### src/hw/tile_config.svh
`ifndef TILE_CONFIG_SVH
`define TILE_CONFIG_SVH

////////////////////////////////////////
// Bus widths
////////////////////////////////////////

`define TILE_PLEN 32
`define TILE_XLEN 32

////////////////////////////////////////
// Memory sizes
////////////////////////////////////////

// Local data memory, must be a power of two
`define TILE_LMEM_SIZE_BYTE 1024

// Boot image length in words, power of two
`define TILE_BOOTROM_WORDS 8

////////////////////////////////////////
// Address map, top address nibble
////////////////////////////////////////

`define TILE_DM_MATCH 4'h0
`define TILE_BOOT_MATCH 4'hf

`endif

### src/hw/ahb3_pkg.sv
`include "tile_config.svh"

package ahb3_pkg;

  ////////////////////////////////////////
  // Basic bus types
  ////////////////////////////////////////

  typedef logic [`TILE_PLEN-1:0] addr_t;
  typedef logic [`TILE_XLEN-1:0] word_t;

  // HTRANS encodings
  typedef enum logic [1:0] {
    IDLE   = 2'b00,
    BUSY   = 2'b01,
    NONSEQ = 2'b10,
    SEQ    = 2'b11
  } htrans_e;

  // HSIZE, nothing wider than the data bus
  typedef enum logic [2:0] {
    BYTE = 3'b000,
    HALF = 3'b001,
    WORD = 3'b010
  } hsize_e;

  typedef enum logic {
    OKAY  = 1'b0,
    ERROR = 1'b1
  } hresp_e;

  // Two-cycle ERROR response sequence
  typedef enum logic [1:0] {
    ERR_IDLE,
    ERR_FIRST,
    ERR_SECOND
  } err_state_e;

  ////////////////////////////////////////
  // Address phase and response bundles
  ////////////////////////////////////////

  typedef struct packed {
    logic    hsel;
    addr_t   haddr;
    logic    hwrite;
    hsize_e  hsize;
    htrans_e htrans;
  } ahb3_req_t;

  typedef struct packed {
    word_t  hrdata;
    logic   hready;
    hresp_e hresp;
  } ahb3_rsp_t;

endpackage

### src/hw/tile_map_pkg.sv
`include "tile_config.svh"

package tile_map_pkg;

  // Slaves on the tile bus, SLV_NONE for holes in the map
  typedef enum logic [1:0] {
    SLV_DM,
    SLV_BOOT,
    SLV_NONE
  } slave_e;

  ////////////////////////////////////////
  // Boot image
  ////////////////////////////////////////

  // Minimal start-up, set up a stack and jump into local memory
  localparam ahb3_pkg::word_t boot_image [`TILE_BOOTROM_WORDS] = '{
    32'h0000_0093,  // addi ra, zero, 0
    32'h0000_1137,  // lui  sp, 0x1
    32'hff01_0113,  // addi sp, sp, -16
    32'hf140_2573,  // csrr a0, mhartid
    32'h0000_0293,  // addi t0, zero, 0
    32'h0002_8067,  // jr   t0
    32'h1050_0073,  // wfi
    32'h0000_006f   // j    .
  };

  // Address map lookup on the top nibble
  function automatic slave_e slave_decode(ahb3_pkg::addr_t addr);
    case (addr[`TILE_PLEN-1 -: 4])
      `TILE_DM_MATCH:   return SLV_DM;
      `TILE_BOOT_MATCH: return SLV_BOOT;
      default:          return SLV_NONE;
    endcase
  endfunction

endpackage

### src/hw/ahb3_bootrom.sv
`timescale 1ns/1ps
`include "tile_config.svh"

module ahb3_bootrom (
  input  logic                clk,
  input  logic                arst_n_i,
  input  ahb3_pkg::ahb3_req_t req_i,
  input  logic                hready_i,
  output ahb3_pkg::ahb3_rsp_t rsp_o
);

  localparam int unsigned IDX_W = $clog2(`TILE_BOOTROM_WORDS);

  logic                 accept;
  logic [IDX_W-1:0]     dp_idx;
  ahb3_pkg::err_state_e state;
  ahb3_pkg::err_state_e state_next;

  assign accept = req_i.hsel && hready_i &&
                  (req_i.htrans == ahb3_pkg::NONSEQ || req_i.htrans == ahb3_pkg::SEQ);

  // Word index wraps over the image
  always_ff @(posedge clk) begin
    if (accept) begin
      dp_idx <= req_i.haddr[IDX_W+1:2];
    end
  end

  ////////////////////////////////////////
  // Write rejection
  ////////////////////////////////////////

  always_comb begin
    case (state)
      ahb3_pkg::ERR_FIRST: begin
        state_next = ahb3_pkg::ERR_SECOND;
      end
      default: begin
        if (accept && req_i.hwrite) begin
          state_next = ahb3_pkg::ERR_FIRST;
        end else begin
          state_next = ahb3_pkg::ERR_IDLE;
        end
      end
    endcase
  end

  always_ff @(posedge clk or negedge arst_n_i) begin
    if (!arst_n_i) begin
      state <= ahb3_pkg::ERR_IDLE;
    end else begin
      state <= state_next;
    end
  end

  always_comb begin
    rsp_o.hrdata = '0;
    rsp_o.hready = 1'b1;
    rsp_o.hresp  = ahb3_pkg::OKAY;
    case (state)
      ahb3_pkg::ERR_FIRST: begin
        rsp_o.hready = 1'b0;
        rsp_o.hresp  = ahb3_pkg::ERROR;
      end
      ahb3_pkg::ERR_SECOND: rsp_o.hresp = ahb3_pkg::ERROR;
      default: rsp_o.hrdata = tile_map_pkg::boot_image[dp_idx];
    endcase
  end

  // Only one stall cycle per error
  a_single_stall: assert property (
    @(posedge clk) disable iff (!arst_n_i)
    !hready_i |=> hready_i
  );

endmodule

### config.mk
export PLATFORM = sky130hd
export DESIGN_NAME = ahb3_bootrom
export DESIGN_NICKNAME = d
export VERILOG_FILES = /design/src/hw/ahb3_pkg.sv /design/src/hw/tile_map_pkg.sv /design/src/hw/ahb3_bootrom.sv
export VERILOG_INCLUDE_DIRS = /design/src /design/src/hw
export SDC_FILE = /design/constraint.sdc
export NUM_CORES = 1
export LEC_CHECK = 0
export ABC_AREA = 1
export BUFFER_PORTS_ARGS = -buffer_cell sky130_fd_sc_hd__buf_2
export CELL_PAD_IN_SITES_DETAIL_PLACEMENT = 1
export CELL_PAD_IN_SITES_GLOBAL_PLACEMENT = 1
export CORE_ASPECT_RATIO = 1.1
export CORE_MARGIN = 5
export CORE_UTILIZATION = 15
export CTS_CLUSTER_SIZE = 14
export DETAILED_ROUTE_END_ITERATION = 7
export GPL_ROUTABILITY_DRIVEN = 0
export PLACE_DENSITY_LB_ADDON = 0.1
export SYNTH_ARGS = -nofsm -noshare
export SYNTH_HDL_FRONTEND = slang
export SYNTH_SLANG_ARGS = --single-unit
### constraint.sdc
create_clock -name clk -period 2.7 [get_ports clk]
set_input_delay 0.135 -clock clk [delete_from_list [all_inputs] [get_ports clk]]
set_output_delay 0.135 -clock clk [all_outputs]
set_load 0.02 [all_outputs]
==> impl_metrics.ini <==
[outcome]
status = finished, final reports clean

[synth]
yosysSeqAreaShare_pct = 32.4
ys_types = 13
synth_edf_count = 3
ys_ff_latch = 5
yosys.area.top_type = buf_4
yosys-top-cells-area = buf_4 26%, edfxtp_1 21%, nand2_1 12%
synth_top_area_share_pct = 26.0
synth_ff_type = edfxtp_1
ys_top_cells_by_count = 15 x buf_4, 14 x nand2_1, 12 x inv_1
synth.most_common_cell = buf_4
synth_cells = 64
ys_warn_count = 0
synth.cell_area_sq_um = 433
synthArstFlopShare_pct = 40.0
syn_area_per_cell_sq_um = 6.76

[worst_setup_path]
crit_type = register to output pin
cp.arrival_ps = 1540
worstSetupPathDepth = 4
worstSetupEndpointType = output pin
critPathMaxStageDelay_ps = 390
path_buf_inv = 1
r2r_start = state[0]
crit_family = adder cells
critPathLaunchType = register
rr_endpoint = state[0]
worstPathCellList = ha_1, nand2_1, nor2_1, buf_2
crit_path_end = rsp_o[26]
r2r_slack_ps = 1860
cp-startpoint = state[0]
slowest_stage = ha_1
crit_fanout = 7
r2r_cells = 4
crit_required_ps = 2570

[layout]
antenna_cells = 0
fin_area_sq_um = 597
layout.nets = 139
seq_area_sq_um = 140
syn_to_final_growth_pct = 37.9
drive_gt1_share_pct = 42.1
multiInputGateArea_sq_um = 150
fin_util_pct = 21.5
fillerInstances = 371

[place]
post_dp_cell_area_sq_um = 561
dp_hpwl_mm = 1.07
io_buffers = 36

[clock_network]
clkLatencyLatePin_ps = 240
cts.path.max_buffers = 2
cts-root-buf = clkbuf_4
htree_levels = 1
cts_tree = done
cts_setup_buffers = 0
numCtsBuffers = 3
clkTransAtPathRegs_ps = 40
cts.sinks = 5

[power]
p_leak_nw = 0.407
powerDensity_nw_per_um2 = 431
power_mw = 0.257
ir_drop_uv = 172

[floorplanning]
die_w_microns = 61.2
core_area_sq_um = 2780
std_cell_rows = 20
dieArea_sq_um = 4060
io-pin-count = 76
initial_utilization_pct = 15.6
die_height_microns = 66.3

[route]
dr.pass1.iters = 2
num_vias = 455
drtIter0Drc = 4
avgViaCountPerCell = 3.55
antenna_left = 0
post-route-drc-count = 0
wire_per_inst_microns = 9.39
postRouteWirelength_mm = 1.20

[global_route]
grt_pass1_vias = 479
grt_max_degree = 9
grt_usage_pct = 5.73
grt_pass1_wl_mm = 1.79
grt_antenna_before_repair = 0
grt-ovfl-total = 0

[sta]
slew_violations = 0
finClkSkew_ps = 0.00203
finalSetupViolCount = 0
fin_crit_ps = 1670
rsz0062_at_grt = false
hold_viol = 0
tns_ps = 0
finalCritPeriodShare_pct = 62.0
max_freq_mhz = 597

[flow_run]
cap_violations = 0

[hold_path]
min_path_type = input port to register
==> placed cells by master, fill, tap and decap left out <==
master,n
inv_2,1
clkbuf_4,3
ha_1,1
nor3_1,1
conb_1,6
edfxtp_1,3
inv_1,12
o21ai_0,1
buf_2,36
clkbuf_1,1
nand3_1,1
nand2_1,14
dlygate4sd3_1,1
dfrtp_1,2
a21oi_1,2
nor2_1,10
==> state kept, by name (all words and copies together) (netlist names) <==
register / flops
dp_idx: 3
state: 2
==> kinds of logic (layout without fill, tap and decap cells) <==
family,Yosys count,after routing,share of synthesized area [%]
buf+inv,28,54,37.3
simple gates,26,26,23.1
flops,5,5,32.4
compound gates,3,3,3.47
fa+ha+maj,1,1,2.89
other cells,1,6,0.866
==> power breakdown <==
part,switching (mW),internal (mW)
sequential,0.00267,0.0850
combinational,0.0603,0.0256
clock,0.0280,0.0557
==> layout make-up <==
type,instances,share of cell area [%]
Multi-Input combinational cell,36,25.2
Sequential cell,5,23.5
Timing Repair Buffer,37,31.9
Clock buffer,4,4.40
Tap cell,33,6.92
Inverter,13,8.18
==> worst reg2reg max path: cells and delay by family (launching register included) <==
kind / cells / cell delay (ps)
buf+inv: 1 / 70
simple gates: 2 / 140
flops: 1 / 360
fa+ha+maj: 1 / 210
==> worst min path at each step <==
stage / startpoint / end / slack [ps] / cells after the start
floorplan: arst_n_i / state[0] / -160 / 0
global placement: arst_n_i / state[0] / -80 / 1
detailed placement: arst_n_i / state[0] / -80 / 1
CTS: req_i[10] / dp_idx[2] / 60 / 1
global route: req_i[8] / dp_idx[0] / 70 / 1
finish: req_i[10] / dp_idx[2] / 70 / 1
==> routing by layer <==
| metal | vias to the layer above | wire (microns) | global-route usage (%) |
|---|---|---|---|
| met5 | - | 0 | 0 |
| li1 | 228 | - | - |
| met2 | 25 | 623 | 10.8 |
| met1 | 202 | 406 | 5.21 |
| met3 | 0 | 172 | 1.56 |
| met4 | 0 | 0 | 3.25 |
==> metrics by stage <==
| stage | setup WS, ps | hold WS [ps] | cells |
|---|---|---|---|
| 2_1_floorplan | 969 | -161 | 69 |
| 3_3_place_gp | 1190 | -80.3 | 123 |
| 3_5_place_dp | 1230 | -77.2 | 123 |
| 4_1_cts | 961 | 63.1 | 128 |
| 5_1_grt | 849 | 65.8 | 128 |
| 6_report | 1030 | 72.1 | 128 |
==> timing repair <==
| action | 4_1_cts | 5_1_grt |
|---|---|---|
| gates resized for setup | 0 | 0 |
| hold buffers | 1 | 0 |
| endpoints found under the hold margin | 2 | 0 |
Power figures use the tool's default switching activity.
