`src/hw/tile_config.svh`:
```
`ifndef TILE_CONFIG_SVH
`define TILE_CONFIG_SVH

////////////////////////////////////////
// Bus widths
////////////////////////////////////////

`define TILE_PLEN 32
`define TILE_XLEN 32

////////////////////////////////////////
// Memory sizes
////////////////////////////////////////

// Local data memory, must be a power of two
`define TILE_LMEM_SIZE_BYTE 1024

// Boot image length in words, power of two
`define TILE_BOOTROM_WORDS 8

////////////////////////////////////////
// Address map, top address nibble
////////////////////////////////////////

`define TILE_DM_MATCH 4'h0
`define TILE_BOOT_MATCH 4'hf

`endif

```
`src/hw/ahb3_pkg.sv`:
```
`include "tile_config.svh"

package ahb3_pkg;

  ////////////////////////////////////////
  // Basic bus types
  ////////////////////////////////////////

  typedef logic [`TILE_PLEN-1:0] addr_t;
  typedef logic [`TILE_XLEN-1:0] word_t;

  // HTRANS encodings
  typedef enum logic [1:0] {
    IDLE   = 2'b00,
    BUSY   = 2'b01,
    NONSEQ = 2'b10,
    SEQ    = 2'b11
  } htrans_e;

  // HSIZE, nothing wider than the data bus
  typedef enum logic [2:0] {
    BYTE = 3'b000,
    HALF = 3'b001,
    WORD = 3'b010
  } hsize_e;

  typedef enum logic {
    OKAY  = 1'b0,
    ERROR = 1'b1
  } hresp_e;

  // Two-cycle ERROR response sequence
  typedef enum logic [1:0] {
    ERR_IDLE,
    ERR_FIRST,
    ERR_SECOND
  } err_state_e;

  ////////////////////////////////////////
  // Address phase and response bundles
  ////////////////////////////////////////

  typedef struct packed {
    logic    hsel;
    addr_t   haddr;
    logic    hwrite;
    hsize_e  hsize;
    htrans_e htrans;
  } ahb3_req_t;

  typedef struct packed {
    word_t  hrdata;
    logic   hready;
    hresp_e hresp;
  } ahb3_rsp_t;

endpackage

```
`src/hw/tile_map_pkg.sv`:
```
`include "tile_config.svh"

package tile_map_pkg;

  // Slaves on the tile bus, SLV_NONE for holes in the map
  typedef enum logic [1:0] {
    SLV_DM,
    SLV_BOOT,
    SLV_NONE
  } slave_e;

  ////////////////////////////////////////
  // Boot image
  ////////////////////////////////////////

  // Minimal start-up, set up a stack and jump into local memory
  localparam ahb3_pkg::word_t boot_image [`TILE_BOOTROM_WORDS] = '{
    32'h0000_0093,  // addi ra, zero, 0
    32'h0000_1137,  // lui  sp, 0x1
    32'hff01_0113,  // addi sp, sp, -16
    32'hf140_2573,  // csrr a0, mhartid
    32'h0000_0293,  // addi t0, zero, 0
    32'h0002_8067,  // jr   t0
    32'h1050_0073,  // wfi
    32'h0000_006f   // j    .
  };

  // Address map lookup on the top nibble
  function automatic slave_e slave_decode(ahb3_pkg::addr_t addr);
    case (addr[`TILE_PLEN-1 -: 4])
      `TILE_DM_MATCH:   return SLV_DM;
      `TILE_BOOT_MATCH: return SLV_BOOT;
      default:          return SLV_NONE;
    endcase
  endfunction

endpackage

```
`src/hw/ahb3_interconnect.sv`:
```
`timescale 1ns/1ps

module ahb3_interconnect (
  input  logic                clk,
  input  logic                arst_n_i,

  // Master side
  input  ahb3_pkg::ahb3_req_t m_req_i,
  output ahb3_pkg::ahb3_rsp_t m_rsp_o,

  // Slave side
  output ahb3_pkg::ahb3_req_t dm_req_o,
  output ahb3_pkg::ahb3_req_t boot_req_o,
  input  ahb3_pkg::ahb3_rsp_t dm_rsp_i,
  input  ahb3_pkg::ahb3_rsp_t boot_rsp_i,

  // Bus ready, seen by every slave
  output logic                hready_o
);

  ////////////////////////////////////////
  // Signals
  ////////////////////////////////////////

  tile_map_pkg::slave_e addr_slv;
  tile_map_pkg::slave_e data_slv;
  logic                 addr_accept;
  ahb3_pkg::err_state_e err_state;
  ahb3_pkg::err_state_e err_state_next;

  ////////////////////////////////////////
  // Address phase decode
  ////////////////////////////////////////

  assign addr_slv = tile_map_pkg::slave_decode(m_req_i.haddr);

  assign addr_accept = hready_o && m_req_i.hsel &&
                       (m_req_i.htrans == ahb3_pkg::NONSEQ ||
                        m_req_i.htrans == ahb3_pkg::SEQ);

  // Same request to both slaves, only hsel differs
  always_comb begin
    dm_req_o        = m_req_i;
    dm_req_o.hsel   = m_req_i.hsel && (addr_slv == tile_map_pkg::SLV_DM);
    boot_req_o      = m_req_i;
    boot_req_o.hsel = m_req_i.hsel && (addr_slv == tile_map_pkg::SLV_BOOT);
  end

  // Slave owning the data phase, SLV_NONE when the bus is idle
  always_ff @(posedge clk or negedge arst_n_i) begin
    if (!arst_n_i) begin
      data_slv <= tile_map_pkg::SLV_NONE;
    end else if (hready_o) begin
      data_slv <= addr_accept ? addr_slv : tile_map_pkg::SLV_NONE;
    end
  end

  ////////////////////////////////////////
  // Error responder for unmapped space
  ////////////////////////////////////////

  always_comb begin
    case (err_state)
      ahb3_pkg::ERR_FIRST: begin
        err_state_next = ahb3_pkg::ERR_SECOND;
      end
      // Idle and second cycle both have hready high
      default: begin
        if (addr_accept && addr_slv == tile_map_pkg::SLV_NONE) begin
          err_state_next = ahb3_pkg::ERR_FIRST;
        end else begin
          err_state_next = ahb3_pkg::ERR_IDLE;
        end
      end
    endcase
  end

  always_ff @(posedge clk or negedge arst_n_i) begin
    if (!arst_n_i) begin
      err_state <= ahb3_pkg::ERR_IDLE;
    end else begin
      err_state <= err_state_next;
    end
  end

  ////////////////////////////////////////
  // Data phase response mux
  ////////////////////////////////////////

  always_comb begin
    m_rsp_o.hrdata = '0;
    m_rsp_o.hready = 1'b1;
    m_rsp_o.hresp  = ahb3_pkg::OKAY;
    case (err_state)
      ahb3_pkg::ERR_FIRST: begin
        m_rsp_o.hready = 1'b0;
        m_rsp_o.hresp  = ahb3_pkg::ERROR;
      end
      ahb3_pkg::ERR_SECOND: begin
        m_rsp_o.hresp = ahb3_pkg::ERROR;
      end
      default: begin
        case (data_slv)
          tile_map_pkg::SLV_DM:   m_rsp_o = dm_rsp_i;
          tile_map_pkg::SLV_BOOT: m_rsp_o = boot_rsp_i;
          default:                m_rsp_o.hresp = ahb3_pkg::OKAY;
        endcase
      end
    endcase
  end

  assign hready_o = m_rsp_o.hready;

  // Boot ROM stays quiet unless it owns the data phase
  a_boot_rsp_owner: assert property (
    @(posedge clk) disable iff (!arst_n_i)
    (data_slv != tile_map_pkg::SLV_BOOT) |->
      (boot_rsp_i.hready && boot_rsp_i.hresp == ahb3_pkg::OKAY)
  );

endmodule

```
`config.mk`:
```
export PLATFORM = sky130hd
export DESIGN_NAME = ahb3_interconnect
export DESIGN_NICKNAME = d
export VERILOG_FILES = /design/src/hw/ahb3_pkg.sv /design/src/hw/tile_map_pkg.sv /design/src/hw/ahb3_interconnect.sv
export VERILOG_INCLUDE_DIRS = /design/src /design/src/hw
export SDC_FILE = /design/constraint.sdc
export NUM_CORES = 1
export LEC_CHECK = 0
export BUFFER_PORTS_ARGS = -buffer_cell sky130_fd_sc_hd__buf_2
export CAP_MARGIN = 40
export CORE_AREA = 5 5 82 84
export CTS_CLUSTER_DIAMETER = 200
export CTS_CLUSTER_SIZE = 14
export DETAILED_ROUTE_END_ITERATION = 16
export DIE_AREA = 0 0 87 89
export PLACE_DENSITY = 0.7
export SYNTH_ARGS = -nofsm -noshare
export SYNTH_HDL_FRONTEND = slang
export SYNTH_SLANG_ARGS = --single-unit
```
`constraint.sdc`:
```
create_clock -name clk -period 1.55 [get_ports clk]
set_input_delay 0.0775 -clock clk [delete_from_list [all_inputs] [get_ports clk]]
set_output_delay 0.0775 -clock clk [all_outputs]
set_load 0.005 [all_outputs]
```
==> run_results.csv, run 1 <==
group,metric,value,unit
setup_path,worst_r2r_startpoint,"err_state[1]$_DFF_PN0_",
synthesis,synth_cell_type_count,19,
clock_tree,cts_tree,"yes",
detailed_routing,avgViaCountPerCell,3.98,
global_route,grt_max_degree,27,
timing,maxSlewViolCount,0,
global_route,grt_usage,0.0799,
floorplan,die_h,89,um
detailed_routing,ant_nets,0,
finish,post_layout_nonfiller_instances,297,
min_path,hp-start,"m_req_i[26]",
floorplan,fp.coreArea,0.00585,sq mm
floorplan,dieWidth,87,um
power,power.share.sequential,0.186,
setup_path,cp.required,1.47,ns
global_route,grt_pass1_vias,1146,
detailed_routing,avgRoutedWirePerCell,12.3,um
timing,maxSlewHeadroom,0.889,
finish,drive_above_1_share,0.626,
clock_tree,cts.sinks,4,
detailed_routing,drt-total-wl,3.66,mm
setup_path,path_class,"reg -> out",
setup_path,cp-end-kind,"output pin",
setup_path,rr_worst_depth,4,
setup_path,cp_data_arrival_time,1.40,ns
power,p_int,0.456,mW
min_path,min_to,"boot_req_o[26]",
detailed_routing,drc,0,
power,p_clk_frac,0.366,
timing,setup_viol,0,
global_route,antenna_found_initial,0,
floorplan,rows,28,
global_route,grt_pass1_wl,5.02,mm
clock_tree,clkSlewWorstSetupHoldPaths,0.03,ns
setup_path,crit_fanout,25,
floorplan,start_util,0.227,
synthesis,syn_avg_cell_area,7.58,sq um
timing,fin_crit_sh,0.956,
global_route,grt_overflow,0,
synthesis,ys_warn_count,0,
flow_run,cap_viol_max_count,0,
setup_path,cp-start-kind,"register",
timing,min_period,1.48,ns
power,switchingPower,0.175,mW
clock_tree,htreeDepth,1,
power,ir_drop,174,uV
finish,multi_input_area,616,sq um
clock_tree,clock_latency,0.22,ns
power,power_density,406,mW/mm^2
place,port_buffers,122,
setup_path,r2r_slack,0.08,ns
timing,rsz0062_at_grt,"false",
finish,fin_nets,334,
place,dp_cells,291,
detailed_routing,first_pass_iters,3,
power,pwr-share-comb,0.447,
place,gp_congestion,0.701,
power,p_sw_frac,0.278,
timing,fmax,675,MHz
finish,ff_latch_area,103,sq um
finish,area_delta_synth_final,17.3,%
timing,hold_viol,0,
clock_tree,clockBufferDepth,2,
min_path,hp-class,"in -> out",
status,outcome,"complete, no violations",
min_path,whs_path_depth,0,
synthesis,netlist_area,0.00133,sq mm
place,dpl.hpwl,3.21,mm
finish,fillerInstances,644,
clock_tree,cts_root_buffer,"clkbuf_8",
synthesis,seq_area_frac_synth,0.0764,
floorplan,dieArea,0.00774,sq mm
clock_tree,cts_buffers,3,
detailed_routing,dr.first_iter.drc_count,15,
setup_path,r2r_end,"data_slv[0]$_DFFE_PN0P_",
synthesis,ys_seq_elements,4,
timing,tns,0,ns
timing,final.setup_skew,0.00308,ns
finish,antennaDiodeCount,0,
synthesis,synth_fp_nets,286,
detailed_routing,vias,1182,
floorplan,io_pins,222,
timing,tightest_slew,0.162,ns
power,leakage,0.841,nW
synthesis,syn_inst,175,
==> cells in the mapped netlist <==
library cell  number  area [sq um]
buf_4             77           578
nor2_1            36           135
mux2i_1           34           340
clkbuf_1           4          15.0
inv_1              4          15.0
buf_2              3          15.0
dfrtp_1            3          75.1
ha_1               2          25.0
mux2_4             2          30.0
a21oi_1            1          5.00
and4_1             1          8.76
buf_6              1          11.3
dfstp_2            1          26.3
nand2_1            1          3.75
nand2b_1           1          6.26
nand4_1            1          6.26
o21ai_0            1          5.00
o22a_4             1          17.5
or4_1              1          7.51
==> stage by stage <==
stage / instance area (sq um) / setup slack (ns) / total power [mW] / utilization / hold WS [ns]
floorplan: 1330 / 0.00856 / 0.386 / - / -0.218
global placement: 1460 / 0.135 / 0.373 / 0.249 / -0.116
CTS: 1540 / 0.0564 / 0.638 / 0.264 / 0.155
finish: 1560 / 0.0677 / 0.631 / 0.266 / 0.155
detailed placement: 1460 / 0.0663 / 0.382 / 0.249 / -0.112
global route: 1560 / 0.000203 / 0.675 / 0.266 / 0.155
==> layer usage <==
| metal | GRT usage | vias up | share of wire | wire length (um) |
|---|---|---|---|---|
| li1 | - | 578 | - | - |
| met1 | 0.0815 | 486 | 0.30 | 1110 |
| met2 | 0.139 | 92 | 0.49 | 1810 |
| met3 | 0.0212 | 26 | 0.16 | 585 |
| met4 | 0.0609 | 0 | 0.043 | 159 |
| met5 | 0 | - | 0 | 0 |
==> how the worst max path moves through the flow <==
stage / end / cells after the start / slack, ns / start
2_1_floorplan: data_slv[0]$_DFFE_PN0P_ / 6 / 0.009 / err_state[0]$_DFF_PN0_
3_3_place_gp: data_slv[0]$_DFFE_PN0P_ / 5 / 0.14 / err_state[0]$_DFF_PN0_
3_5_place_dp: data_slv[0]$_DFFE_PN0P_ / 4 / 0.07 / err_state[1]$_DFF_PN0_
4_1_cts: m_rsp_o[13] / 5 / 0.06 / err_state[1]$_DFF_PN0_
5_1_grt: m_rsp_o[12] / 5 / 0.0002 / err_state[1]$_DFF_PN0_
6_report: m_rsp_o[4] / 5 / 0.07 / err_state[1]$_DFF_PN0_
==> layout make-up <==
class | count | area share
repair buffers | 128 | 0.439
multi-input cells | 82 | 0.396
flip-flops and latches | 4 | 0.0660
well taps | 75 | 0.0603
clock buffers | 4 | 0.0290
inverters | 4 | 0.00965
==> worst max-delay path: stages, from the launching register on <==
cell	delay [ns]
dfrtp_1	0.41
ha_4	0.31
nand2b_4	0.07
buf_12	0.16
nor2_1	0.11
buf_2	0.13
==> placed cells by master (no fill, tap or decap) <==
master,n
dfrtp_1,2
inv_1,4
dfrtp_2,1
ha_4,1
dlygate4sd3_1,1
o22a_4,1
mux2_4,2
mux2i_1,34
o21ai_0,1
buf_4,3
buf_2,122
clkbuf_1,1
dfstp_2,1
nand2b_4,1
a21oi_1,1
ha_1,1
clkbuf_8,3
nor2_1,34
and4_1,1
buf_12,2
or4_1,1
nor2_2,2
nand4_1,1
nand2_1,1
==> power by group through the flow <==
| stage | Sequential, mW | Clock (mW) | Combinational [mW] |
|---|---|---|---|
| floorplan | 0.116 | 0 | 0.270 |
| global placement | 0.117 | 0 | 0.256 |
| detailed placement | 0.118 | 0 | 0.265 |
| CTS | 0.118 | 0.239 | 0.282 |
| global route | 0.118 | 0.243 | 0.314 |
| finish | 0.118 | 0.231 | 0.282 |
==> repair_timing <==
item                                    CTS  global route
hold endpoints to repair                  4             0
hold buffers                              1             0
pin swaps                                 0             1
resized for setup                         5             2
endpoints found under the setup margin   26             2
setup buffers                             0             1
==> sequential cells by signal, indices dropped and copies added, names as in the netlist <==
signal,count
err_state,2
data_slv,2
==> cell families after synthesis <==
family | count (synthesis) | synth area share
DFF | 4 | 0.0764
adders and majority gates | 2 | 0.0189
muxes | 36 | 0.279
and+or+nand+nor | 41 | 0.126
AOI/OAI and AO/OA | 3 | 0.0207
buffers and inverters | 89 | 0.478
(Power assumes the default switching activity.)
==> inputs of run 2 (changes only) <==
- SETUP_SLACK_MARGIN: not set -> 0.5
==> run 2 against run 1 <==
Total power rose by 13%. Critical path type unchanged. Critical path depth did not move. Register-to-register slack barely moved. Global-route usage rose by 1.8 points. Sequential cell count did not move. Utilization rose by 4.4 points. Design area rose by 17%. Worst hold slack barely moved. Sequential power barely moved. Clock power barely moved. Die area did not move.
==> run_results.csv, run 2 (same netlist as run 1, synthesis figures left out) <==
group,metric,value,unit
finish,final_cell_mix,"buf_2 (119), mux2i_1 (29), nor2_2 (15)",
timing,min_period,1.51,ns
setup_path,cp-end-kind,"output pin",
timing,maxSlewHeadroom,0.806,
detailed_routing,avgRoutedWirePerCell,14.1,um
detailed_routing,first_pass_iters,3,
min_path,hp-start,"m_req_i[28]",
detailed_routing,dr.first_iter.drc_count,6,
setup_path,worstSetupStartpoint,"err_state[1]$_DFF_PN0_",
place,pre_cts_slack,0.167,ns
setup_path,r2r_slack,0.09,ns
power,p_int,0.495,mW
power,finalPower,0.713,mW
global_route,grt_max_degree,13,
clock_tree,cts_tree,"yes",
floorplan,fp.coreArea,0.00585,sq mm
place,dpl.hpwl,3.34,mm
clock_tree,clock_latency,0.22,ns
finish,drive_above_1_share,0.779,
finish,reg.largest.list,"data_slv: 2 flops, err_state: 2 flops",
global_route,grt_pass1_wl,5.97,mm
min_path,hp-class,"in -> out",
power,pwr-share-comb,0.508,
power,p_clk_frac,0.328,
clock_tree,cts_root_buffer,"clkbuf_8",
global_route,grt_pass1_vias,1286,
setup_path,crit_fanout,12,
timing,rsz0062_at_grt,"true",
setup_path,cp.required,1.47,ns
timing,final.setup_skew,0.00257,ns
clock_tree,cts_buffers,3,
place,dp_cells,291,
floorplan,die_h,89,um
finish,area_delta_synth_final,36.7,%
power,ir_drop,159,uV
finish,layout_commonest_cell,"buf_2",
clock_tree,htreeDepth,1,
setup_path,cp-start-kind,"register",
setup_path,path_class,"reg -> out",
power,leakage,0.899,nW
clock_tree,clkSlewWorstSetupHoldPaths,0.03,ns
finish,antennaDiodeCount,0,
power,power.share.sequential,0.165,
timing,hold_viol,0,
flow_run,cap_viol_max_count,0,
timing,setup_viol,0,
clock_tree,cts.sinks,4,
timing,tns,0,ns
timing,fin_crit_sh,0.973,
detailed_routing,avgViaCountPerCell,4.19,
timing,fin_ws,0.0420,ns
power,switchingPower,0.218,mW
clock_tree,clockBufferDepth,2,
timing,fmax,663,MHz
global_route,grt_overflow,0,
global_route,grt_usage,0.0979,
detailed_routing,ant_nets,0,
power,p_sw_frac,0.306,
status,outcome,"complete, no violations",
power,power_density,393,mW/mm^2
timing,tightest_slew,0.283,ns
floorplan,start_util,0.227,
timing,maxSlewViolCount,0,
detailed_routing,vias,1260,
setup_path,cp_data_arrival_time,1.43,ns
global_route,antenna_found_initial,0,
place,gp_congestion,0.650,
timing,whs,0.155,ns
floorplan,io_pins,222,
floorplan,rows,28,
floorplan,dieWidth,87,um
detailed_routing,drt-total-wl,4.24,mm
floorplan,dieArea,0.00774,sq mm
place,port_buffers,122,
setup_path,worst_r2r_startpoint,"err_state[1]$_DFF_PN0_",
finish,fin_nets,338,
detailed_routing,drc,0,
finish,post_layout_nonfiller_instances,301,
## run 2: cell types whose count changed in the layout (fill, tap and decap cells not counted), moves of 4 or more
cell | previous run | this run
nor2_1 | 34 | 8
nor2_4 | 0 | 13
mux2i_2 | 0 | 5
mux2i_1 | 34 | 29
nor2_2 | 2 | 15
buf_6 | 0 | 4
## run 2: what timing repair did
item,in CTS,in global routing
setup buffers,2,1
hold endpoints to repair,4,0
resized for setup,10,30
cloned,2,0
pin swaps,1,2
endpoints found under the setup margin,39,39
hold buffers,1,0
## run 2: path summary, 6_finish.rpt
check | to | depth (start not counted)
setup reg to reg | data_slv[0]$_DFFE_PN0P_ | 4
min in group asynchronous | err_state[1]$_DFF_PN0_ | 2
max in group asynchronous | data_slv[1]$_DFFE_PN1P_ | 2
hold / removal | boot_req_o[28] | 0
hold reg to reg | data_slv[1]$_DFFE_PN1P_ | 2
setup / recovery | m_rsp_o[21] | 5
## run 2: metal layers
metal / global-route usage / share of wire
met1: 0.0897 / 0.30
met2: 0.177 / 0.46
met3: 0.0488 / 0.19
met4: 0.0538 / 0.050
met5: 0 / 0
## run 2: area by class of cell
cell class | instances | area, sq um
fillers | 628 | 4040
clock buffers | 4 | 45.0
flip-flops and latches | 4 | 103
multi-input cells | 82 | 768
repair buffers | 132 | 788
well taps | 75 | 93.8
inverters | 4 | 15.0
## run 2: power by group through the flow
stage	clock network [mW]	logic, mW	registers, mW
finish	0.234	0.362	0.117
CTS	0.237	0.338	0.118
floorplan	0	0.286	0.117
global placement	0	0.281	0.118
global route	0.246	0.396	0.118
detailed placement	0	0.286	0.118
## run 2: worst max-delay path, cell delays in order, from the launching register on
cell and delay, ns:
dfrtp_1 0.40, ha_4 0.29, nand2b_4 0.10, buf_12 0.18, nor2_2 0.11, buf_2 0.13
## run 2: through the flow
stage	instance area (sq um)	util
after floorplan	1400	-
after global placement	1520	0.259
after detailed placement	1520	0.259
after CTS	1690	0.288
after global routing	1810	0.310
final	1810	0.310
==> inputs of run 3 (changes only) <==
--- a/constraint.sdc
+++ b/constraint.sdc
@@ -3,2 +3,2 @@
 set_output_delay 0.0775 -clock clk [all_outputs]
-set_load 0.005 [all_outputs]
+set_load 0.05 [all_outputs]
==> run 3 against run 2 <==
Clock-buffer cell count did not move. Sequential cell count did not move. Via count is 2.6% higher. Design area increased by 29%. Sequential power about the same. Largest power group unchanged. Clock skew is 0.00089 ns higher. Clock power hardly changed. Fmax down 7.6%. First-iteration DRC count up 100%. Non-clock buffer count up 10. The run now ends with setup timing left. Die area unchanged. Largest cell class unchanged. Sequential share of layout area shrank 1.3 points.
==> run_results.csv, run 3 (same netlist as run 1, synthesis figures left out) <==
group,metric,value,unit
status,failed_checks,"setup timing",
setup_path,r2r_slack,-0.01,ns
timing,maxSlewViolCount,0,
timing,fmax,613,MHz
finish,ff_latch_area,103,sq um
power,p_clk_frac,0.245,
global_route,antenna_found_initial,0,
setup_path,cp-end-kind,"output pin",
floorplan,die_h,89,um
place,port_buffers,122,
detailed_routing,first_pass_iters,3,
timing,rsz0062_at_grt,"true",
finish,antennaDiodeCount,0,
clock_tree,cts_tree,"yes",
clock_tree,cts_root_buffer,"clkbuf_8",
timing,setup_viol,33,
floorplan,fp.coreArea,0.00585,sq mm
power,ir_drop,328,uV
power,pwr-share-comb,0.632,
timing,whs,0.155,ns
detailed_routing,vias,1293,
clock_tree,clock_latency,0.22,ns
timing,fin_ws,-0.0819,ns
place,dp_cells,291,
setup_path,cp.required,1.47,ns
min_path,hp-class,"in -> out",
detailed_routing,ant_nets,0,
finish,reg.largest.list,"data_slv: 2 flops, err_state: 2 flops",
detailed_routing,drt-total-wl,4.73,mm
floorplan,dieWidth,87,um
finish,area_delta_synth_final,76.4,%
place,gp_congestion,0.609,
setup_path,rr_worst_depth,5,
power,p_int,0.557,mW
flow_run,cap_viol_max_count,0,
clock_tree,cts.sinks,4,
timing,maxSlewHeadroom,0.771,
setup_path,crit_fanout,7,
timing,final.setup_skew,0.00346,ns
power,power_density,409,mW/mm^2
finish,layout_commonest_cell,"buf_2",
setup_path,path_class,"reg -> out",
finish,final_cell_mix,"buf_2 (84), buf_6 (34), nor2_4 (31)",
detailed_routing,drc,0,
timing,hold_viol,0,
power,switchingPower,0.399,mW
status,outcome,"finished with violations",
setup_path,cp_data_arrival_time,1.55,ns
finish,drive_above_1_share,0.809,
detailed_routing,avgRoutedWirePerCell,15.2,um
finish,fillerInstances,569,
global_route,grt_overflow,0,
clock_tree,cts_buffers,3,
min_path,whs_path_depth,0,
setup_path,r2r_end,"data_slv[0]$_DFFE_PN0P_",
floorplan,io_pins,222,
clock_tree,htreeDepth,1,
power,p_sw_frac,0.417,
detailed_routing,dr.first_iter.drc_count,12,
place,place_area,0.00173,sq mm
power,leakage,1.04,nW
power,power.share.sequential,0.123,
timing,fin_crit_sh,1.05,
global_route,grt_max_degree,13,
setup_path,worst_r2r_startpoint,"err_state[1]$_DFF_PN0_",
global_route,grt_pass1_vias,1365,
clock_tree,clkSlewWorstSetupHoldPaths,0.03,ns
timing,min_period,1.63,ns
finish,fin_nets,348,
setup_path,crit_path_end,"m_rsp_o[9]",
timing,tightest_slew,0.334,ns
global_route,grt_pass1_wl,7.00,mm
clock_tree,clockBufferDepth,2,
floorplan,dieArea,0.00774,sq mm
detailed_routing,avgViaCountPerCell,4.16,
place,dpl.hpwl,3.56,mm
floorplan,rows,28,
timing,tns,-1.80,ns
floorplan,start_util,0.227,
setup_path,cp-start-kind,"register",
global_route,grt_usage,0.114,
finish,finalInstanceArea,0.00234,sq mm
setup_path,worstSetupStartpoint,"err_state[1]$_DFF_PN0_",
finish,multi_input_area,880,sq um
finish,fin_util,0.400,
finish,post_layout_nonfiller_instances,311,
run 3: per-layer routing:
| layer | vias to the layer above | GRT usage | routed length (um) |
|---|---|---|---|
| met5 | - | 0 | 0 |
| met4 | 0 | 0.0354 | 95 |
| met3 | 17 | 0.0406 | 733 |
| met2 | 107 | 0.228 | 2530 |
| met1 | 557 | 0.108 | 1370 |
| li1 | 612 | - | - |
run 3: layout make-up:
class / count / area share
Sequential cell: 4 / 0.0439
Tap cell: 75 / 0.0401
Clock buffer: 4 / 0.0193
Multi-Input combinational cell: 82 / 0.376
Timing Repair Buffer: 142 / 0.514
Inverter: 4 / 0.00642
run 3: metrics by stage:
step | total power, mW | worst slack (ns)
final | 0.956 | -0.0819
after detailed placement | 0.598 | 0.0600
after CTS | 0.950 | -0.0798
after global placement | 0.590 | 0.112
after floorplan | 0.916 | -0.0401
after global routing | 1.01 | -0.143
run 3: repair_timing:
item	CTS	global route
endpoints found under the setup margin	39	39
endpoints found under the hold margin	4	0
pin swaps	5	4
hold buffers	1	0
cloned	5	0
resized for setup	92	8
buffers inserted	9	1
run 3: power groups by stage:
stage	sequential (mW)	combinational, mW	clock, mW
after global routing	0.119	0.642	0.249
final	0.118	0.605	0.234
after detailed placement	0.119	0.479	0
after CTS	0.118	0.593	0.239
after floorplan	0.117	0.799	0
after global placement	0.118	0.472	0
run 3: how the worst min path moves through the flow:
| stage | from | end | slack (ns) |
|---|---|---|---|
| 2_1_floorplan | arst_n_i | data_slv[0]$_DFFE_PN0P_ | -0.22 |
| 3_3_place_gp | arst_n_i | err_state[0]$_DFF_PN0_ | -0.12 |
| 3_5_place_dp | arst_n_i | err_state[1]$_DFF_PN0_ | -0.11 |
| 4_1_cts | m_req_i[30] | boot_req_o[30] | 0.16 |
| 5_1_grt | m_req_i[12] | dm_req_o[12] | 0.16 |
| 6_report | m_req_i[11] | boot_req_o[11] | 0.16 |
run 3: worst max-delay path, cell delays in order, from the launching register on:
cell      delay, ns
dfrtp_1        0.40
ha_4           0.29
nand2b_4       0.08
buf_12         0.15
buf_16         0.15
nor2_4         0.10
buf_8          0.15
